--- config.mk ---
export PLATFORM = sky130hd
export DESIGN_NAME = uart_rx_top
export DESIGN_NICKNAME = d
export VERILOG_FILES = /design/src/common/uart_rx_pkg.sv /design/src/logic/uart_rx_top.sv /design/src/logic/rx_register_port.sv /design/src/logic/rx_credit_fifo.sv /design/src/uart_receiver/uart_frame_receiver.sv
export VERILOG_INCLUDE_DIRS = /design/src /design/src/common
export SDC_FILE = /design/constraint.sdc
export NUM_CORES = 1
export LEC_CHECK = 0
export BUFFER_PORTS_ARGS = -buffer_cell sky130_fd_sc_hd__buf_2
export CAP_MARGIN = 20
export CORE_MARGIN = 5
export CORE_UTILIZATION = 60
export DETAILED_ROUTE_END_ITERATION = 6
export GPL_TIMING_DRIVEN = 0
export MAX_ROUTING_LAYER = met4
export PLACE_DENSITY = 0.91
export SYNTH_ARGS = -nofsm -noshare
export SYNTH_HDL_FRONTEND = slang
export SYNTH_HIERARCHICAL = 1
export SYNTH_SLANG_ARGS = --single-unit
--- constraint.sdc ---
create_clock -name i_clock -period 4.4 [get_ports i_clock]
set_input_delay 0.88 -clock i_clock [delete_from_list [all_inputs] [get_ports i_clock]]
set_output_delay 0.88 -clock i_clock [all_outputs]
set_load 0.03 [all_outputs]
--- src/common/uart_rx_defines.svh ---
// UART_CLKS_PER_BIT must be even and at least 8; the FIFO depth is also the receiver's credit count.
`ifndef UART_RX_DEFINES_SVH
`define UART_RX_DEFINES_SVH

// Clock cycles per serial bit.
`define UART_CLKS_PER_BIT 16

// Receive FIFO depth.
// Also the number of credits the receiver starts with.
`define UART_FIFO_DEPTH 8

// Register map, word addresses on the 2-bit bus.
`define UART_ADDR_DATA 2'd0
`define UART_ADDR_STATUS 2'd1

`endif
--- src/common/uart_rx_pkg.sv ---
// Types shared by the receive pipeline; the status layout is fixed at three flags in the low bits.
package uart_rx_pkg;

	// Bus read request, held high by the bus until o_ready is seen.
	typedef struct packed {
		logic       req;
		logic [1:0] addr;
	} bus_req_t;

	// Push from the frame receiver into the FIFO.
	typedef struct packed {
		logic       valid;
		logic [7:0] data;
	} rx_frame_t;

	// One-cycle event pulses from the frame receiver.
	typedef struct packed {
		logic accepted;
		logic overrun;
		logic framing_err;
		// FF byte with a good stop bit.
		logic soft_char;
	} rx_event_t;

	// Status register word, bit 0 first from the bottom.
	typedef struct packed {
		logic [28:0] reserved;
		logic        framing_err;
		logic        fifo_empty;
		logic        overrun;
	} status_bits_t;

endpackage

--- src/logic/uart_rx_top.sv ---
// Receive only; reads take exactly two cycles to o_ready and the baud rate is fixed at build time.
`timescale 1ns/1ps
`include "uart_rx_defines.svh"

module uart_rx_top import uart_rx_pkg::*; (
	input  logic        i_clock,
	input  logic        i_reset,
	input  logic        i_serial,
	input  bus_req_t    i_bus,
	output logic [31:0] o_rdata,
	output logic        o_ready,
	output logic        o_interrupt,
	output logic        o_soft_reset
);
	rx_frame_t  frame;
	rx_event_t  rx_event;
	logic       credit_return;
	logic [7:0] fifo_head;
	logic       fifo_empty;
	logic       fifo_pop;

	uart_frame_receiver uart_frame_receiver_inst (
		.i_clock         (i_clock),
		.i_reset         (i_reset),
		.i_serial        (i_serial),
		.i_credit_return (credit_return),
		.o_frame         (frame),
		.o_event         (rx_event)
	);

	// Depth must match the receiver's starting credit.
	rx_credit_fifo #(
		.DEPTH (`UART_FIFO_DEPTH)
	) rx_credit_fifo_inst (
		.i_clock         (i_clock),
		.i_reset         (i_reset),
		.i_frame         (frame),
		.i_pop           (fifo_pop),
		.o_head          (fifo_head),
		.o_empty         (fifo_empty),
		.o_credit_return (credit_return)
	);

	rx_register_port rx_register_port_inst (
		.i_clock      (i_clock),
		.i_reset      (i_reset),
		.i_bus        (i_bus),
		.i_head       (fifo_head),
		.i_empty      (fifo_empty),
		.i_event      (rx_event),
		.o_pop        (fifo_pop),
		.o_rdata      (o_rdata),
		.o_ready      (o_ready),
		.o_interrupt  (o_interrupt),
		.o_soft_reset (o_soft_reset)
	);

endmodule

--- src/logic/rx_register_port.sv ---
// Read-only port; the bus must hold req until o_ready and drop it for a cycle between accesses.
`timescale 1ns/1ps
`include "uart_rx_defines.svh"

module rx_register_port import uart_rx_pkg::*; (
	input  logic        i_clock,
	input  logic        i_reset,
	input  bus_req_t    i_bus,
	input  logic [7:0]  i_head,
	input  logic        i_empty,
	input  rx_event_t   i_event,
	output logic        o_pop,
	output logic [31:0] o_rdata,
	output logic        o_ready,
	output logic        o_interrupt,
	output logic        o_soft_reset
);
	typedef enum logic [1:0] {
		ST_IDLE,
		ST_LOOKUP,
		ST_REPLY,
		ST_HOLD
	} port_state_t;

	port_state_t  state;
	logic         overrun_flag;
	logic         framing_flag;
	logic         is_data;
	logic         is_status;
	logic         clear_flags;
	status_bits_t status;

	assign is_data = (i_bus.addr == `UART_ADDR_DATA);
	assign is_status = (i_bus.addr == `UART_ADDR_STATUS);
	assign clear_flags = (state == ST_LOOKUP) && is_status;
	assign status = '{
		reserved: '0,
		framing_err: framing_flag,
		fifo_empty: i_empty,
		overrun: overrun_flag
	};

	// Idle, lookup, reply: o_ready rises two edges after req is seen.
	always_ff @(posedge i_clock) begin
		if (i_reset) begin
			state <= ST_IDLE;
			o_ready <= 1'b0;
			o_pop <= 1'b0;
		end else begin
			o_pop <= 1'b0;
			case (state)
				ST_IDLE: begin
					if (i_bus.req) begin
						state <= ST_LOOKUP;
					end
				end
				ST_LOOKUP: begin
					// Only one pop per access.
					o_pop <= is_data && !i_empty;
					state <= ST_REPLY;
				end
				ST_REPLY: begin
					o_ready <= 1'b1;
					state <= ST_HOLD;
				end
				ST_HOLD: begin
					if (!i_bus.req) begin
						o_ready <= 1'b0;
						state <= ST_IDLE;
					end
				end
			endcase
		end
	end

	always_ff @(posedge i_clock) begin
		if (state == ST_LOOKUP) begin
			if (is_data && !i_empty) begin
				// Bit 8 flags a valid byte.
				o_rdata <= {23'd0, 1'b1, i_head};
			end else if (is_status) begin
				o_rdata <= status;
			end else begin
				o_rdata <= '0;
			end
		end
	end

	// A new event wins over a clear in the same cycle.
	always_ff @(posedge i_clock) begin
		if (i_reset) begin
			overrun_flag <= 1'b0;
			framing_flag <= 1'b0;
			o_interrupt <= 1'b0;
			o_soft_reset <= 1'b0;
		end else begin
			overrun_flag <= (overrun_flag && !clear_flags) || i_event.overrun;
			framing_flag <= (framing_flag && !clear_flags) || i_event.framing_err;
			o_interrupt <= i_event.accepted;
			o_soft_reset <= i_event.soft_char;
		end
	end

endmodule

--- src/logic/rx_credit_fifo.sv ---
// Show-ahead FIFO; DEPTH need not be a power of two but must be at least 2.
`timescale 1ns/1ps
`include "uart_rx_defines.svh"

module rx_credit_fifo import uart_rx_pkg::*; #(
	parameter int DEPTH = `UART_FIFO_DEPTH
) (
	input  logic       i_clock,
	input  logic       i_reset,
	input  rx_frame_t  i_frame,
	input  logic       i_pop,
	output logic [7:0] o_head,
	output logic       o_empty,
	output logic       o_credit_return
);
	localparam int AW = (DEPTH > 1) ? $clog2(DEPTH) : 1;
	localparam int CW = $clog2(DEPTH + 1);

	logic [7:0]    mem [DEPTH];
	logic [AW-1:0] wr_ptr;
	logic [AW-1:0] rd_ptr;
	logic [CW-1:0] count;
	logic          push;
	logic          pop;
	logic          credit_q;

	function automatic logic [AW-1:0] next_ptr(input logic [AW-1:0] ptr);
		if (ptr == AW'(DEPTH - 1)) begin
			return '0;
		end
		return ptr + 1'b1;
	endfunction

	assign o_empty = (count == '0);
	// Credits keep the receiver from pushing into a full buffer.
	assign push = i_frame.valid;
	assign pop = i_pop && !o_empty;

	always_ff @(posedge i_clock) begin
		if (push) begin
			mem[wr_ptr] <= i_frame.data;
		end
	end

	always_ff @(posedge i_clock) begin
		if (i_reset) begin
			wr_ptr <= '0;
			rd_ptr <= '0;
			count <= '0;
			credit_q <= 1'b0;
		end else begin
			if (push) begin
				wr_ptr <= next_ptr(wr_ptr);
			end
			if (pop) begin
				rd_ptr <= next_ptr(rd_ptr);
			end
			case ({push, pop})
				2'b10: count <= count + 1'b1;
				2'b01: count <= count - 1'b1;
				default: count <= count;
			endcase
			// The freed slot goes back as a credit.
			credit_q <= pop;
		end
	end

	// Oldest byte is always presented.
	assign o_head = mem[rd_ptr];
	assign o_credit_return = credit_q;

endmodule

--- src/uart_receiver/uart_frame_receiver.sv ---
// 8N1 only, LSB first; pushes only while credit remains, so bytes arriving with none are lost.
`timescale 1ns/1ps
`include "uart_rx_defines.svh"

module uart_frame_receiver import uart_rx_pkg::*; (
	input  logic      i_clock,
	input  logic      i_reset,
	input  logic      i_serial,
	input  logic      i_credit_return,
	output rx_frame_t o_frame,
	output rx_event_t o_event
);
	localparam int CLKS_PER_BIT = `UART_CLKS_PER_BIT;
	localparam int HALF_BIT = CLKS_PER_BIT / 2;
	localparam int CREDITS = `UART_FIFO_DEPTH;
	localparam int PW = $clog2(CLKS_PER_BIT);
	localparam int CW = $clog2(CREDITS + 1);

	// Bit index counts down through the frame.
	// 10 is the start bit, 9 to 2 the data bits, 1 the stop bit.
	localparam logic [3:0] IDX_IDLE = 4'd0;
	localparam logic [3:0] IDX_STOP = 4'd1;
	localparam logic [3:0] IDX_START = 4'd10;

	logic          sync_1;
	logic          sync_2;
	logic [PW-1:0] prescale;
	logic [3:0]    bit_idx;
	logic [7:0]    shift_data;
	logic [CW-1:0] credits;
	logic          push_q;
	rx_event_t     event_q;
	logic          bit_tick;
	logic          stop_tick;
	logic          stop_good;
	logic          spend;

	// A sample point is reached when the countdown hits zero mid-frame.
	assign bit_tick = (bit_idx != IDX_IDLE) && (prescale == '0);
	assign stop_tick = bit_tick && (bit_idx == IDX_STOP);
	assign stop_good = stop_tick && sync_2;
	assign spend = stop_good && (credits != '0);

	// Two-flop synchronizer, idle level is high.
	always_ff @(posedge i_clock) begin
		if (i_reset) begin
			sync_1 <= 1'b1;
			sync_2 <= 1'b1;
		end else begin
			sync_1 <= i_serial;
			sync_2 <= sync_1;
		end
	end

	always_ff @(posedge i_clock) begin
		if (i_reset) begin
			prescale <= '0;
			bit_idx <= IDX_IDLE;
		end else if (bit_idx == IDX_IDLE) begin
			// Falling edge, wait half a bit to confirm.
			if (!sync_2) begin
				prescale <= PW'(HALF_BIT - 1);
				bit_idx <= IDX_START;
			end
		end else if ((bit_idx == IDX_START) && sync_2) begin
			// Glitch, line returned high before mid start bit.
			bit_idx <= IDX_IDLE;
		end else if (prescale != '0) begin
			prescale <= prescale - 1'b1;
		end else begin
			prescale <= PW'(CLKS_PER_BIT - 1);
			bit_idx <= bit_idx - 1'b1;
		end
	end

	// Data bits arrive LSB first.
	always_ff @(posedge i_clock) begin
		if (bit_tick && (bit_idx > IDX_STOP) && (bit_idx < IDX_START)) begin
			shift_data <= {sync_2, shift_data[7:1]};
		end
	end

	// Push and events are registered off the stop sample.
	always_ff @(posedge i_clock) begin
		if (i_reset) begin
			push_q <= 1'b0;
			event_q <= '0;
		end else begin
			push_q <= spend;
			event_q.accepted <= spend;
			event_q.overrun <= stop_good && (credits == '0);
			event_q.framing_err <= stop_tick && !sync_2;
			event_q.soft_char <= stop_good && (shift_data == 8'hFF);
		end
	end

	// One credit per push, one back per FIFO pop.
	always_ff @(posedge i_clock) begin
		if (i_reset) begin
			credits <= CW'(CREDITS);
		end else if (spend && !i_credit_return) begin
			credits <= credits - 1'b1;
		end else if (!spend && i_credit_return) begin
			credits <= credits + 1'b1;
		end
	end

	// Shift register holds the byte until the next frame's first data bit.
	assign o_frame = '{valid: push_q, data: shift_data};
	assign o_event = event_q;

endmodule

==> impl_results.md, run 1 <==
* Clk Latency, worst-skew pair at roughly 0.51 ns
* Delay-heaviest family, CP: simple AND/OR/NAND/NOR gates
* CP Data Required Time at between 4 and 5 ns
* Final net count at ~460
* Path depth of the worst reg2reg path at 12
* Setup CP Type: flop to flop
* Critical Path End Type: flop
* Hold Buf Count CTS at 0
* Fin crit period at between 2 and 3 ns
* Yosys top cell by area: edfxtp_1
* Routed len/inst at approximately 19 µm
* M2 GR Usage at approximately 34%
* Slowest stage delay, CP at 0.35 ns
* Vert. Die Dim at 104 µm
* Post-DP HPWL at roughly 6.5 mm
* N_diodes at 0
* CORE AREA at 8680 µm²
* Mapped Cells at 376
* Startpoint types: flop
* CTS H-tree depth at 4
* Layout cells sized above 1 at roughly 22%
* GRT overflow at 0
* Power Total at about 3500 µW
* Hold Path Depth at 1
* Setup TNS at 0 ns
* Status: complete, no violations
* Post-DR vias/cell at around 5.7
* Initial antenna violation count at 0
* Vias at ~3,200
* First-pass GRT wire length at around 17 mm
* Arrival @ worst endpoint at 3.30 ns
* Post-synth ARST share at 0%
* HP Class: flop to flop
* Post-synthesis sequential area ratio at ~60%
* Worst relative slew slack at roughly 34%
* Setup ws final at approximately 1.5 ns
* CP max-delay cell: nor3b_4
* Number of flops mapped to enable cells by yosys at between 80 and 90
* Syn_area_per_cell at approximately 14 µm²
* Die Wd at approximately 100 µm
* Final slew viol count at 0
* RSZ-0062 raised after global routing: no
* CTS tree: built
* Synth top area cells: edfxtp_1 (46%), dfxtp_1 (15%), mux4_1 (7.9%), ha_1 (4.7%), buf_4 (3.5%)
* Largest net degree at the start of global routing at 17
* M1 GR Usage at about a quarter
* Endpoints failing setup at 0
* Global-route total usage across every layer at roughly 21%
* CTS-repair resized insts at 0
* CTS buffer count at 17
* DIE AREA at 10,900 µm²
* Critical Path, Cell by Cell: inv_1 > ha_1 > nor3b_4 > and4b_1 > and3_1 > ha_1 > xor2_1 > ha_1 > a21oi_1 > xor2_1 > or3_1 > a21oi_1
* Peak Freq at about 350 MHz
* Post-CTS Setup Inserts at 0
* Iteration-0 DRC Markers at between 200 and 250
* Dpl ws at about 1.6 ns
* Placer congestion estimate at between 0.8 and 0.9
* Crit-path max FO at 8
* CP Depth at 12
* #FFs+latches synth at about 120
* Row cnt at 34
* Area fraction of the dominant cell type after synthesis at about 46%
* Main synth FF type: edfxtp_1
* Clock Tree Buf Depth at 2
* Root buffer cell: clkbuf_8
* Initial Utilization at between 60 and 70%
* Final worst path period share at between 60% and 70%
* Max Cap Viol at 0
* Global routing's busiest layer: met2
* Synth-to-layout area growth at 17.6%
* Worst Tran Pin Value at ~0.98 ns
* First-pass DRT Iterations at 4
* Pwr/cell area at about 560 nW/µm²
* Fin. Hold Viols at 0
* # placed instances at approximately 530
* VDD IR max at a little under 0.4 mV
* Met3 usage at 5.40%
* Synth top cells by count: edfxtp_1 (81), dfxtp_1 (40), nor2_1 (34), buf_4 (25), ha_1 (20)
* Final antenna-violating net count at 0
* LEAKAGE at around 0.0024 µW
* CTS clk-pin slew, worst paths at 0.05 ns
* Clock Skew at between 0.006 and 0.007 ns
* Clock Sinks at about 120
* Finished Layout Cells at roughly 560
* # IOs at just over 40
* Number of distinct library cells after synthesis at 60
* Vias in the first global route at between 3,000 and 4,000
* Residual DRC at 0
* Most frequent CP cell: ha_1
* Synthesized area at roughly 5300 µm²
* Number of buffers and inverters on the critical path at 1
* Post-Route WL at 10.6 mm
* IO buf count at 17
* Most frequent cell after synthesis: edfxtp_1
* Synthesis Warnings at 6
## logic make-up (layout without fill, tap and decap cells)
kind of cell,Yosys count,count (layout),synth area share [%]
mux,34,34,11.6
fa+ha+maj,20,20,4.70
buf+inv,49,100,5.76
simple gates,99,99,10.1
other cells,1,23,0.0704
xor+xnor,6,6,0.987
flops,121,121,60.7
compound gates,46,46,6.09
## cells in the final DEF (no fill, tap or decap), types with 4 or more instances in the layout
cell,count
and2_1,6
or3_1,4
ha_1,20
dfxtp_1,40
clkbuf_16,16
clkinv_2,4
bufinv_16,5
inv_1,13
xor2_1,6
a21oi_1,17
nor2b_1,5
buf_2,21
mux2_2,10
conb_1,23
nand2b_1,5
buf_4,26
nand2_1,15
nor3_1,8
clkbuf_1,5
nor2_1,34
mux2i_1,6
edfxtp_1,81
o21ai_0,8
mux4_1,16
## area by class of cell
cell class | instances | area [µm²]
clock inverters | 13 | 201
multi-input cells | 228 | 1870
fillers | 541 | 2410
repair buffers | 19 | 97.6
inverters | 13 | 48.8
clock buffers | 19 | 422
plain buffers | 36 | 258
flip-flops and latches | 121 | 3230
well taps | 108 | 135
## layer usage
| metal | wire, µm | vias to the layer above |
|---|---|---|
| li1 | - | 1480 |
| met2 | 5520 | 153 |
| met5 | 0 | - |
| met3 | 905 | 10 |
| met4 | 93 | 0 |
| met1 | 4080 | 1545 |
## state kept, by name, indices dropped and copies added, names as in the netlist, 2 cells and up, named ones only
| name | flops |
|---|---|
| uart_frame_receiver_inst/o_event | 4 |
| uart_frame_receiver_inst/bit_idx | 4 |
| rx_register_port_inst/o_rdata | 9 |
| rx_credit_fifo_inst/count | 4 |
| uart_frame_receiver_inst/credits | 4 |
| rx_credit_fifo_inst/rd_ptr | 3 |
| rx_credit_fifo_inst/mem | 64 |
| uart_frame_receiver_inst/prescale | 4 |
| uart_frame_receiver_inst/shift_data | 8 |
| rx_credit_fifo_inst/wr_ptr | 3 |
| rx_register_port_inst/state | 2 |
## path summary, 6_finish.rpt
path | start | to | slack (ns)
worst max-delay path | uart_frame_receiver_inst/prescale[0] | uart_frame_receiver_inst/credits[2] | 1.54
worst min-delay path | uart_frame_receiver_inst/sync_1 | uart_frame_receiver_inst/sync_2 | 0.41
worst max register to register | uart_frame_receiver_inst/prescale[0] | uart_frame_receiver_inst/credits[2] | 1.54
worst min register to register | uart_frame_receiver_inst/sync_1 | uart_frame_receiver_inst/sync_2 | 0.41
## power by group
part           switching (µW)  leakage (µW)  internal, µW
Sequential                115       0.00106          1390
Clock                     479      0.000298           972
Combinational             342       0.00106           202
Total                     936       0.00242          2570
## per-stage QoR
stage	util (%)	instance area, µm²	hold slack [ns]
after detailed placement	65.0	5640	0.393
after global routing	72.2	6260	0.439
after floorplan	-	5410	0.389
after global placement	64.9	5630	0.393
after CTS	72.2	6260	0.406
final	72.2	6260	0.405
No activity file was read; power rests on OpenSTA's default activity.
==> inputs of run 2 (changes only) <==
--- a/config.mk
+++ b/config.mk
@@ -9,11 +9,11 @@
 export BUFFER_PORTS_ARGS = -buffer_cell sky130_fd_sc_hd__buf_2
 export CAP_MARGIN = 20
 export CORE_MARGIN = 5
-export CORE_UTILIZATION = 60
+export CORE_UTILIZATION = 54
 export DETAILED_ROUTE_END_ITERATION = 6
 export GPL_TIMING_DRIVEN = 0
 export MAX_ROUTING_LAYER = met4
-export PLACE_DENSITY = 0.91
+export PLACE_DENSITY = 0.87
 export SYNTH_ARGS = -nofsm -noshare
 export SYNTH_HDL_FRONTEND = slang
 export SYNTH_HIERARCHICAL = 1
==> constraint.sdc (replaced) <==
create_clock -name i_clock -period 2.3 [get_ports i_clock]
set_input_delay 0.46 -clock i_clock [delete_from_list [all_inputs] [get_ports i_clock]]
set_output_delay 0.46 -clock i_clock [all_outputs]
set_load 0.03 [all_outputs]
==> run 2 against run 1 <==
  * The flow now finishes with violations (setup timing)
  * Power grew 89%
  * Clock power up 77%
  * Utilization fell by 5.7 points
  * Hold slack worse by 0.27 ns
  * Global-route usage down 2.0 points
  * Critical path depth is the same
  * Non-clock buffer count is 11 higher
  * Die area grew 10%
  * Clock-buffer cell count fell by 2
  * Largest power group unchanged
  * Combinational power increased by 120%
  * Clock skew increased by 0.0020 ns
  * Critical endpoint unchanged
==> impl_results.md, run 2 (same netlist as run 1, synthesis figures left out) <==
* Status: complete, but fails checks
* Violated checks: setup timing
* Cell area after layout at roughly 6400 µm²
* IO buf count at 17
* Initial Utilization at a little over half
* Worst Tran Pin Value at 0.857 ns
* Crit-path max FO at 3
* HP Class: primary input to flop
* Slowest stage delay, CP at 0.33 ns
* Critical Path, Cell by Cell: inv_2 > ha_4 > nor3b_4 > and4b_2 > and3_4 > ha_4 > xor2_1 > ha_2 > a21oi_1 > xor2_1 > or3_1 > a21oi_2
* Largest net degree at the start of global routing at 17
* CTS tree: built
* Iteration-0 DRC Markers at between 200 and 250
* Placer congestion estimate at 0.816
* Final net count at 473
* Finished Layout Cells at 593
* Routed len/inst at ~18 µm
* First-pass DRT Iterations at 4
* Vert. Die Dim at 109 µm
* # placed instances at around 550
* Flop-to-flop setup slack at -0.17 ns
* Largest registers: rx_credit_fifo_inst/mem (64), rx_register_port_inst/o_rdata (9), uart_frame_receiver_inst/shift_data (8)
* CTS H-tree depth at 4
* Peak Freq at approximately 400 MHz
* Most common cell after layout, fill and taps aside: edfxtp_1
* Row cnt at 36
* Max Cap Viol at 0
* CTS buffer count at 17
* N_diodes at 0
* Clock Power Share at about 39%
* CP max-delay cell: dfxtp_2
* Post-DP HPWL at about 6.3 mm
* Critical Path End Type: flop
* CP Data Required Time at approximately 2.7 ns
* Commonest cells after routing, fill and taps aside: edfxtp_1 (81), buf_4 (38), nor2_1 (34)
* Fin. Hold Viols at 0
* Post-DR vias/cell at 5.48
* Sequential Power Share at a little over two fifths
* RSZ-0062 raised after global routing: yes
* First-pass GRT wire length at between 15 and 20 mm
* Number of buffers and inverters on the critical path at 1
* Clock Tree Buf Depth at 2
* WHS at 0.132 ns
* Hold Buf Count CTS at 0
* Setup ws final at -0.165 ns
* Clk Latency, worst-skew pair at between 0.5 and 0.6 ns
* Arrival @ worst endpoint at 2.91 ns
* Internal power at ~4700 µW
* CORE AREA at a little under 10,000 µm²
* Clock Skew at about 0.0085 ns
* LEAKAGE at between 0.002 and 0.0025 µW
* Fin crit period at roughly 2.5 ns
* Synth-to-layout area growth at 20.8%
* CTS clk-pin slew, worst paths at about 0.060 ns
* Startpoint types: flop
* Post-Route WL at about 10 mm
* Endpoints failing setup at 1
* GRT overflow at 0
* Global-route total usage across every layer at between 10% and 20%
* Final worst path period share at 107%
* NetSw at 1920 µW
* Largest register FFs at 64
* Layout cells sized above 1 at approximately 30%
* Clock Sinks at 121
* DIE AREA at 11,900 µm²
* Setup CP Type: flop to flop
* Final antenna-violating net count at 0
* Vias in the first global route at roughly 3,200
* Initial antenna violation count at 0
* # IOs at 41
* Pwr/cell area at about 1000 nW/µm²
* Delay-heaviest family, CP: simple AND/OR/NAND/NOR gates
* Comb pwr share at between 15 and 20%
* VDD IR max at between 0.6 and 0.7 mV
* Root buffer cell: clkbuf_8
* Vias at between 3,000 and 4,000
* Residual DRC at 0
* Die Wd at ~110 µm
* Worst relative slew slack at between 40% and 50%
* Final slew viol count at 0
* Largest Register: rx_credit_fifo_inst/mem
* DP Area at 5680 µm²
* Switching Fraction at approximately 29%
-- run 2: per-stage QoR --
stage,utilization (%),TNS [ns],total power (µW),setup slack [ns]
after CTS,65.5,-0.165,6580,-0.123
after detailed placement,58.7,-0.882,3950,-0.339
after global placement,58.6,-0.438,3870,-0.279
after global routing,66.4,-0.338,6920,-0.239
final,66.4,-0.165,6630,-0.165
after floorplan,-,-0.0985,3670,-0.0985
-- run 2: timing repair --
action                                  in CTS  in global routing
resized for setup                           10                 14
endpoints found under the setup margin       5                  4
pin swaps                                    5                  3
buffers inserted                             7                  5
-- run 2: layer usage --
metal | share of wire, % | global-route usage [%]
met5 | 0 | -
met3 | 5.8 | 5.81
met1 | 40 | 20.9
met2 | 53 | 32.4
met4 | 1.7 | 6.23
-- run 2: final timing paths --
check / start / to / cells past startpoint
min: i_serial / uart_frame_receiver_inst/sync_1 / 2
max: uart_frame_receiver_inst/prescale[0] / uart_frame_receiver_inst/credits[2] / 12
min reg2reg: uart_frame_receiver_inst/sync_1 / uart_frame_receiver_inst/sync_2 / 1
max reg2reg: uart_frame_receiver_inst/prescale[0] / uart_frame_receiver_inst/credits[2] / 12
-- run 2: final cells by class --
| class | instances | area (µm²) |
|---|---|---|
| buffer | 35 | 255 |
| clock buffer | 17 | 414 |
| clock inverter | 15 | 168 |
| fill | 631 | 3250 |
| inverter | 13 | 48.8 |
| multi-input combinational | 228 | 1950 |
| sequential | 121 | 3240 |
| tap | 133 | 166 |
| timing repair buffer | 31 | 188 |
-- run 2: power groups by stage --
stage | logic [µW] | clock network [µW] | registers [µW]
final | 1170 | 2560 | 2900
after global routing | 1270 | 2720 | 2930
after detailed placement | 1010 | 0 | 2930
after CTS | 1090 | 2590 | 2900
after global placement | 966 | 0 | 2900
after floorplan | 704 | 0 | 2970
==> inputs of run 3 (changes only) <==
--- a/config.mk
+++ b/config.mk
@@ -8,12 +8,13 @@
 export LEC_CHECK = 0
 export BUFFER_PORTS_ARGS = -buffer_cell sky130_fd_sc_hd__buf_2
 export CAP_MARGIN = 20
-export CORE_MARGIN = 5
-export CORE_UTILIZATION = 54
+export CORE_MARGIN = 3
+export CORE_UTILIZATION = 56
+export CTS_BUF_LIST = sky130_fd_sc_hd__clkbuf_8
 export DETAILED_ROUTE_END_ITERATION = 6
 export GPL_TIMING_DRIVEN = 0
 export MAX_ROUTING_LAYER = met4
-export PLACE_DENSITY = 0.87
+export PLACE_DENSITY = 0.89
 export SYNTH_ARGS = -nofsm -noshare
 export SYNTH_HDL_FRONTEND = slang
 export SYNTH_HIERARCHICAL = 1
==> run 3 against run 2 <==
  * The run still ends with setup timing left
  * Fmax increased by 2.0%
  * Wire length decreased by 5.8%
  * Sequential power about the same
  * Cell count decreased by 1.5%
  * Via count decreased by 2.9%
  * Global-route usage increased by 1.0 points
  * Final area decreased by 3.0%
  * Critical path type unchanged
  * Critical endpoint unchanged
  * Largest cell class unchanged
==> impl_results.md, run 3 (same netlist as run 1, synthesis figures left out) <==
* Status: complete, but fails checks
* Violated checks: setup timing
* First-pass DRT Iterations at 4
* CTS tree: built
* IO buf count at 17
* Comb pwr share at 19.4%
* First-pass GRT wire length at around 16 mm
* Critical Path End Type: flop
* Layout cells sized above 1 at between 20% and 30%
* CTS clk-pin slew, worst paths at approximately 0.070 ns
* Endpoints failing setup at 2
* Routed len/inst at roughly 17 µm
* Die Wd at between 100 and 150 µm
* Pwr/cell area at roughly 930 nW/µm²
* Internal power at between 4000 and 5000 µW
* # IOs at 41
* Commonest cells after routing, fill and taps aside: edfxtp_1 (81), buf_4 (37), nor2_1 (34)
* NetSw at ~1700 µW
* Post-DR vias/cell at roughly 5.4
* Clock Sinks at approximately 120
* Setup ws final at -0.117 ns
* Initial Utilization at around 59%
* Clock Tree Buf Depth at 2
* Global-route total usage across every layer at just under 20%
* CTS buffer count at 17
* Vias in the first global route at ~3,100
* Setup CP Type: flop to flop
* CP Data Required Time at ~2.7 ns
* # placed instances at about 540
* Switching Fraction at 29.0%
* Worst relative slew slack at between 40% and 50%
* Startpoint types: flop
* Most common cell after layout, fill and taps aside: edfxtp_1
* LEAKAGE at around 0.0024 µW
* Fin. Hold Viols at 0
* Final worst path period share at 105%
* Placer congestion estimate at between 0.8 and 0.9
* Peak Freq at 414 MHz
* GRT overflow at 0
* Delay-heaviest family, CP: simple AND/OR/NAND/NOR gates
* Power Total at ~5800 µW
* Root buffer cell: clkbuf_8
* Vert. Die Dim at 104 µm
* Crit-path max FO at 3
* Fin crit period at between 2 and 2.5 ns
* Sequential Power Share at slightly below 50%
* Largest Register: rx_credit_fifo_inst/mem
* Post-DP HPWL at 6.46 mm
* DIE AREA at between 10,000 and 15,000 µm²
* # fillers at about 570
* Residual DRC at 0
* CTS H-tree depth at 4
* Final net count at approximately 470
* Final antenna-violating net count at 0
* Slowest stage delay, CP at around 0.33 ns
* Largest registers: rx_credit_fifo_inst/mem (64), rx_register_port_inst/o_rdata (9), uart_frame_receiver_inst/shift_data (8)
* HP Class: primary input to flop
* Max Cap Viol at 0
* Most frequent CP cell: ha_4
* Initial antenna violation count at 0
* Worst Tran Pin Value at slightly below 0.9 ns
* Finished Layout Cells at around 580
* Iteration-0 DRC Markers at between 150 and 200
* DP Area at 5680 µm²
* Post-Route WL at ~9.8 mm
* Cell area after layout at between 6000 and 7000 µm²
* Row cnt at 34
* Synth-to-layout area growth at 17.2%
* Clock Power Share at between 30% and 40%
* Vias at around 3,200
* Largest net degree at the start of global routing at 17
* VDD IR max at ~0.75 mV
* RSZ-0062 raised after global routing: yes
* Clock Skew at slightly above 0.01 ns
* Number of buffers and inverters on the critical path at 1
* CORE AREA at approximately 9000 µm²
* Largest register FFs at 64
* Clk Latency, worst-skew pair at 0.42 ns
* Critical Path, Cell by Cell: inv_2 > ha_4 > nor3b_4 > and4b_1 > and3_4 > ha_4 > xor2_2 > ha_2 > a21oi_2 > xor2_1 > or3_1 > a21oi_1
* Final slew viol count at 0
* Flop-to-flop setup slack at -0.12 ns
* Arrival @ worst endpoint at 2.77 ns
* CP max-delay cell: dfxtp_2
* N_diodes at 0
==> run 3: worst register-to-register path, cell delays in order (launching register included) <==
cell and delay (ns):
dfxtp_2 0.33, inv_2 0.07, ha_4 0.13, nor3b_4 0.22, and4b_1 0.28, and3_4 0.22
ha_4 0.14, xor2_2 0.14, ha_2 0.19, a21oi_2 0.04, xor2_1 0.15, or3_1 0.31
a21oi_1 0.12
==> run 3: what timing repair did <==
item | in CTS | in global routing
endpoints found under the hold margin | 0 | 0
endpoints found under the setup margin | 5 | 4
hold buffers | 0 | 0
resized for setup | 11 | 17
setup buffers | 7 | 3
pin swaps | 4 | 5
==> run 3: power by group through the flow <==
| stage | clock (µW) | combinational (µW) | sequential [µW] |
|---|---|---|---|
| 2_1_floorplan | 0 | 704 | 2970 |
| 3_3_place_gp | 0 | 967 | 2900 |
| 3_5_place_dp | 0 | 1020 | 2930 |
| 4_1_cts | 1820 | 1120 | 2890 |
| 5_1_grt | 1920 | 1260 | 2930 |
| 6_report | 1800 | 1130 | 2890 |
==> run 3: layer usage <==
layer	up-vias	share of wire [%]	global-route usage, %
li1	1497	-	-
met1	1548	40	22.0
met2	99	53	33.2
met3	10	5.8	6.78
met4	0	1.7	7.69
met5	-	0	-
==> run 3: path summary, 6_finish.rpt <==
kind	start	end	cells past startpoint
hold reg to reg	uart_frame_receiver_inst/sync_1	uart_frame_receiver_inst/sync_2	1
hold / removal	i_serial	uart_frame_receiver_inst/sync_1	2
setup reg to reg	uart_frame_receiver_inst/prescale[0]	uart_frame_receiver_inst/credits[2]	12
setup / recovery	uart_frame_receiver_inst/prescale[0]	uart_frame_receiver_inst/credits[2]	12
==> run 3: stage by stage <==
| step | setup TNS (ns) | hold slack (ns) | util, % | worst slack (ns) |
|---|---|---|---|---|
| after floorplan | -0.0985 | 0.389 | - | -0.0985 |
| after global placement | -0.484 | 0.393 | 63.1 | -0.271 |
| after detailed placement | -0.916 | 0.393 | 63.3 | -0.334 |
| after CTS | -0.114 | 0.202 | 68.6 | -0.105 |
| after global routing | -0.456 | 0.199 | 69.5 | -0.260 |
| final | -0.157 | 0.225 | 69.5 | -0.117 |
==> run 3: area by class of cell <==
type | instances | area, µm² | area share [%]
plain buffers | 35 | 259 | 4.15
clock buffers | 23 | 317 | 5.07
clock inverters | 9 | 70.1 | 1.12
inverters | 13 | 48.8 | 0.782
multi-input cells | 228 | 1970 | 31.6
flip-flops and latches | 121 | 3240 | 52.0
well taps | 126 | 158 | 2.53
repair buffers | 29 | 175 | 2.81
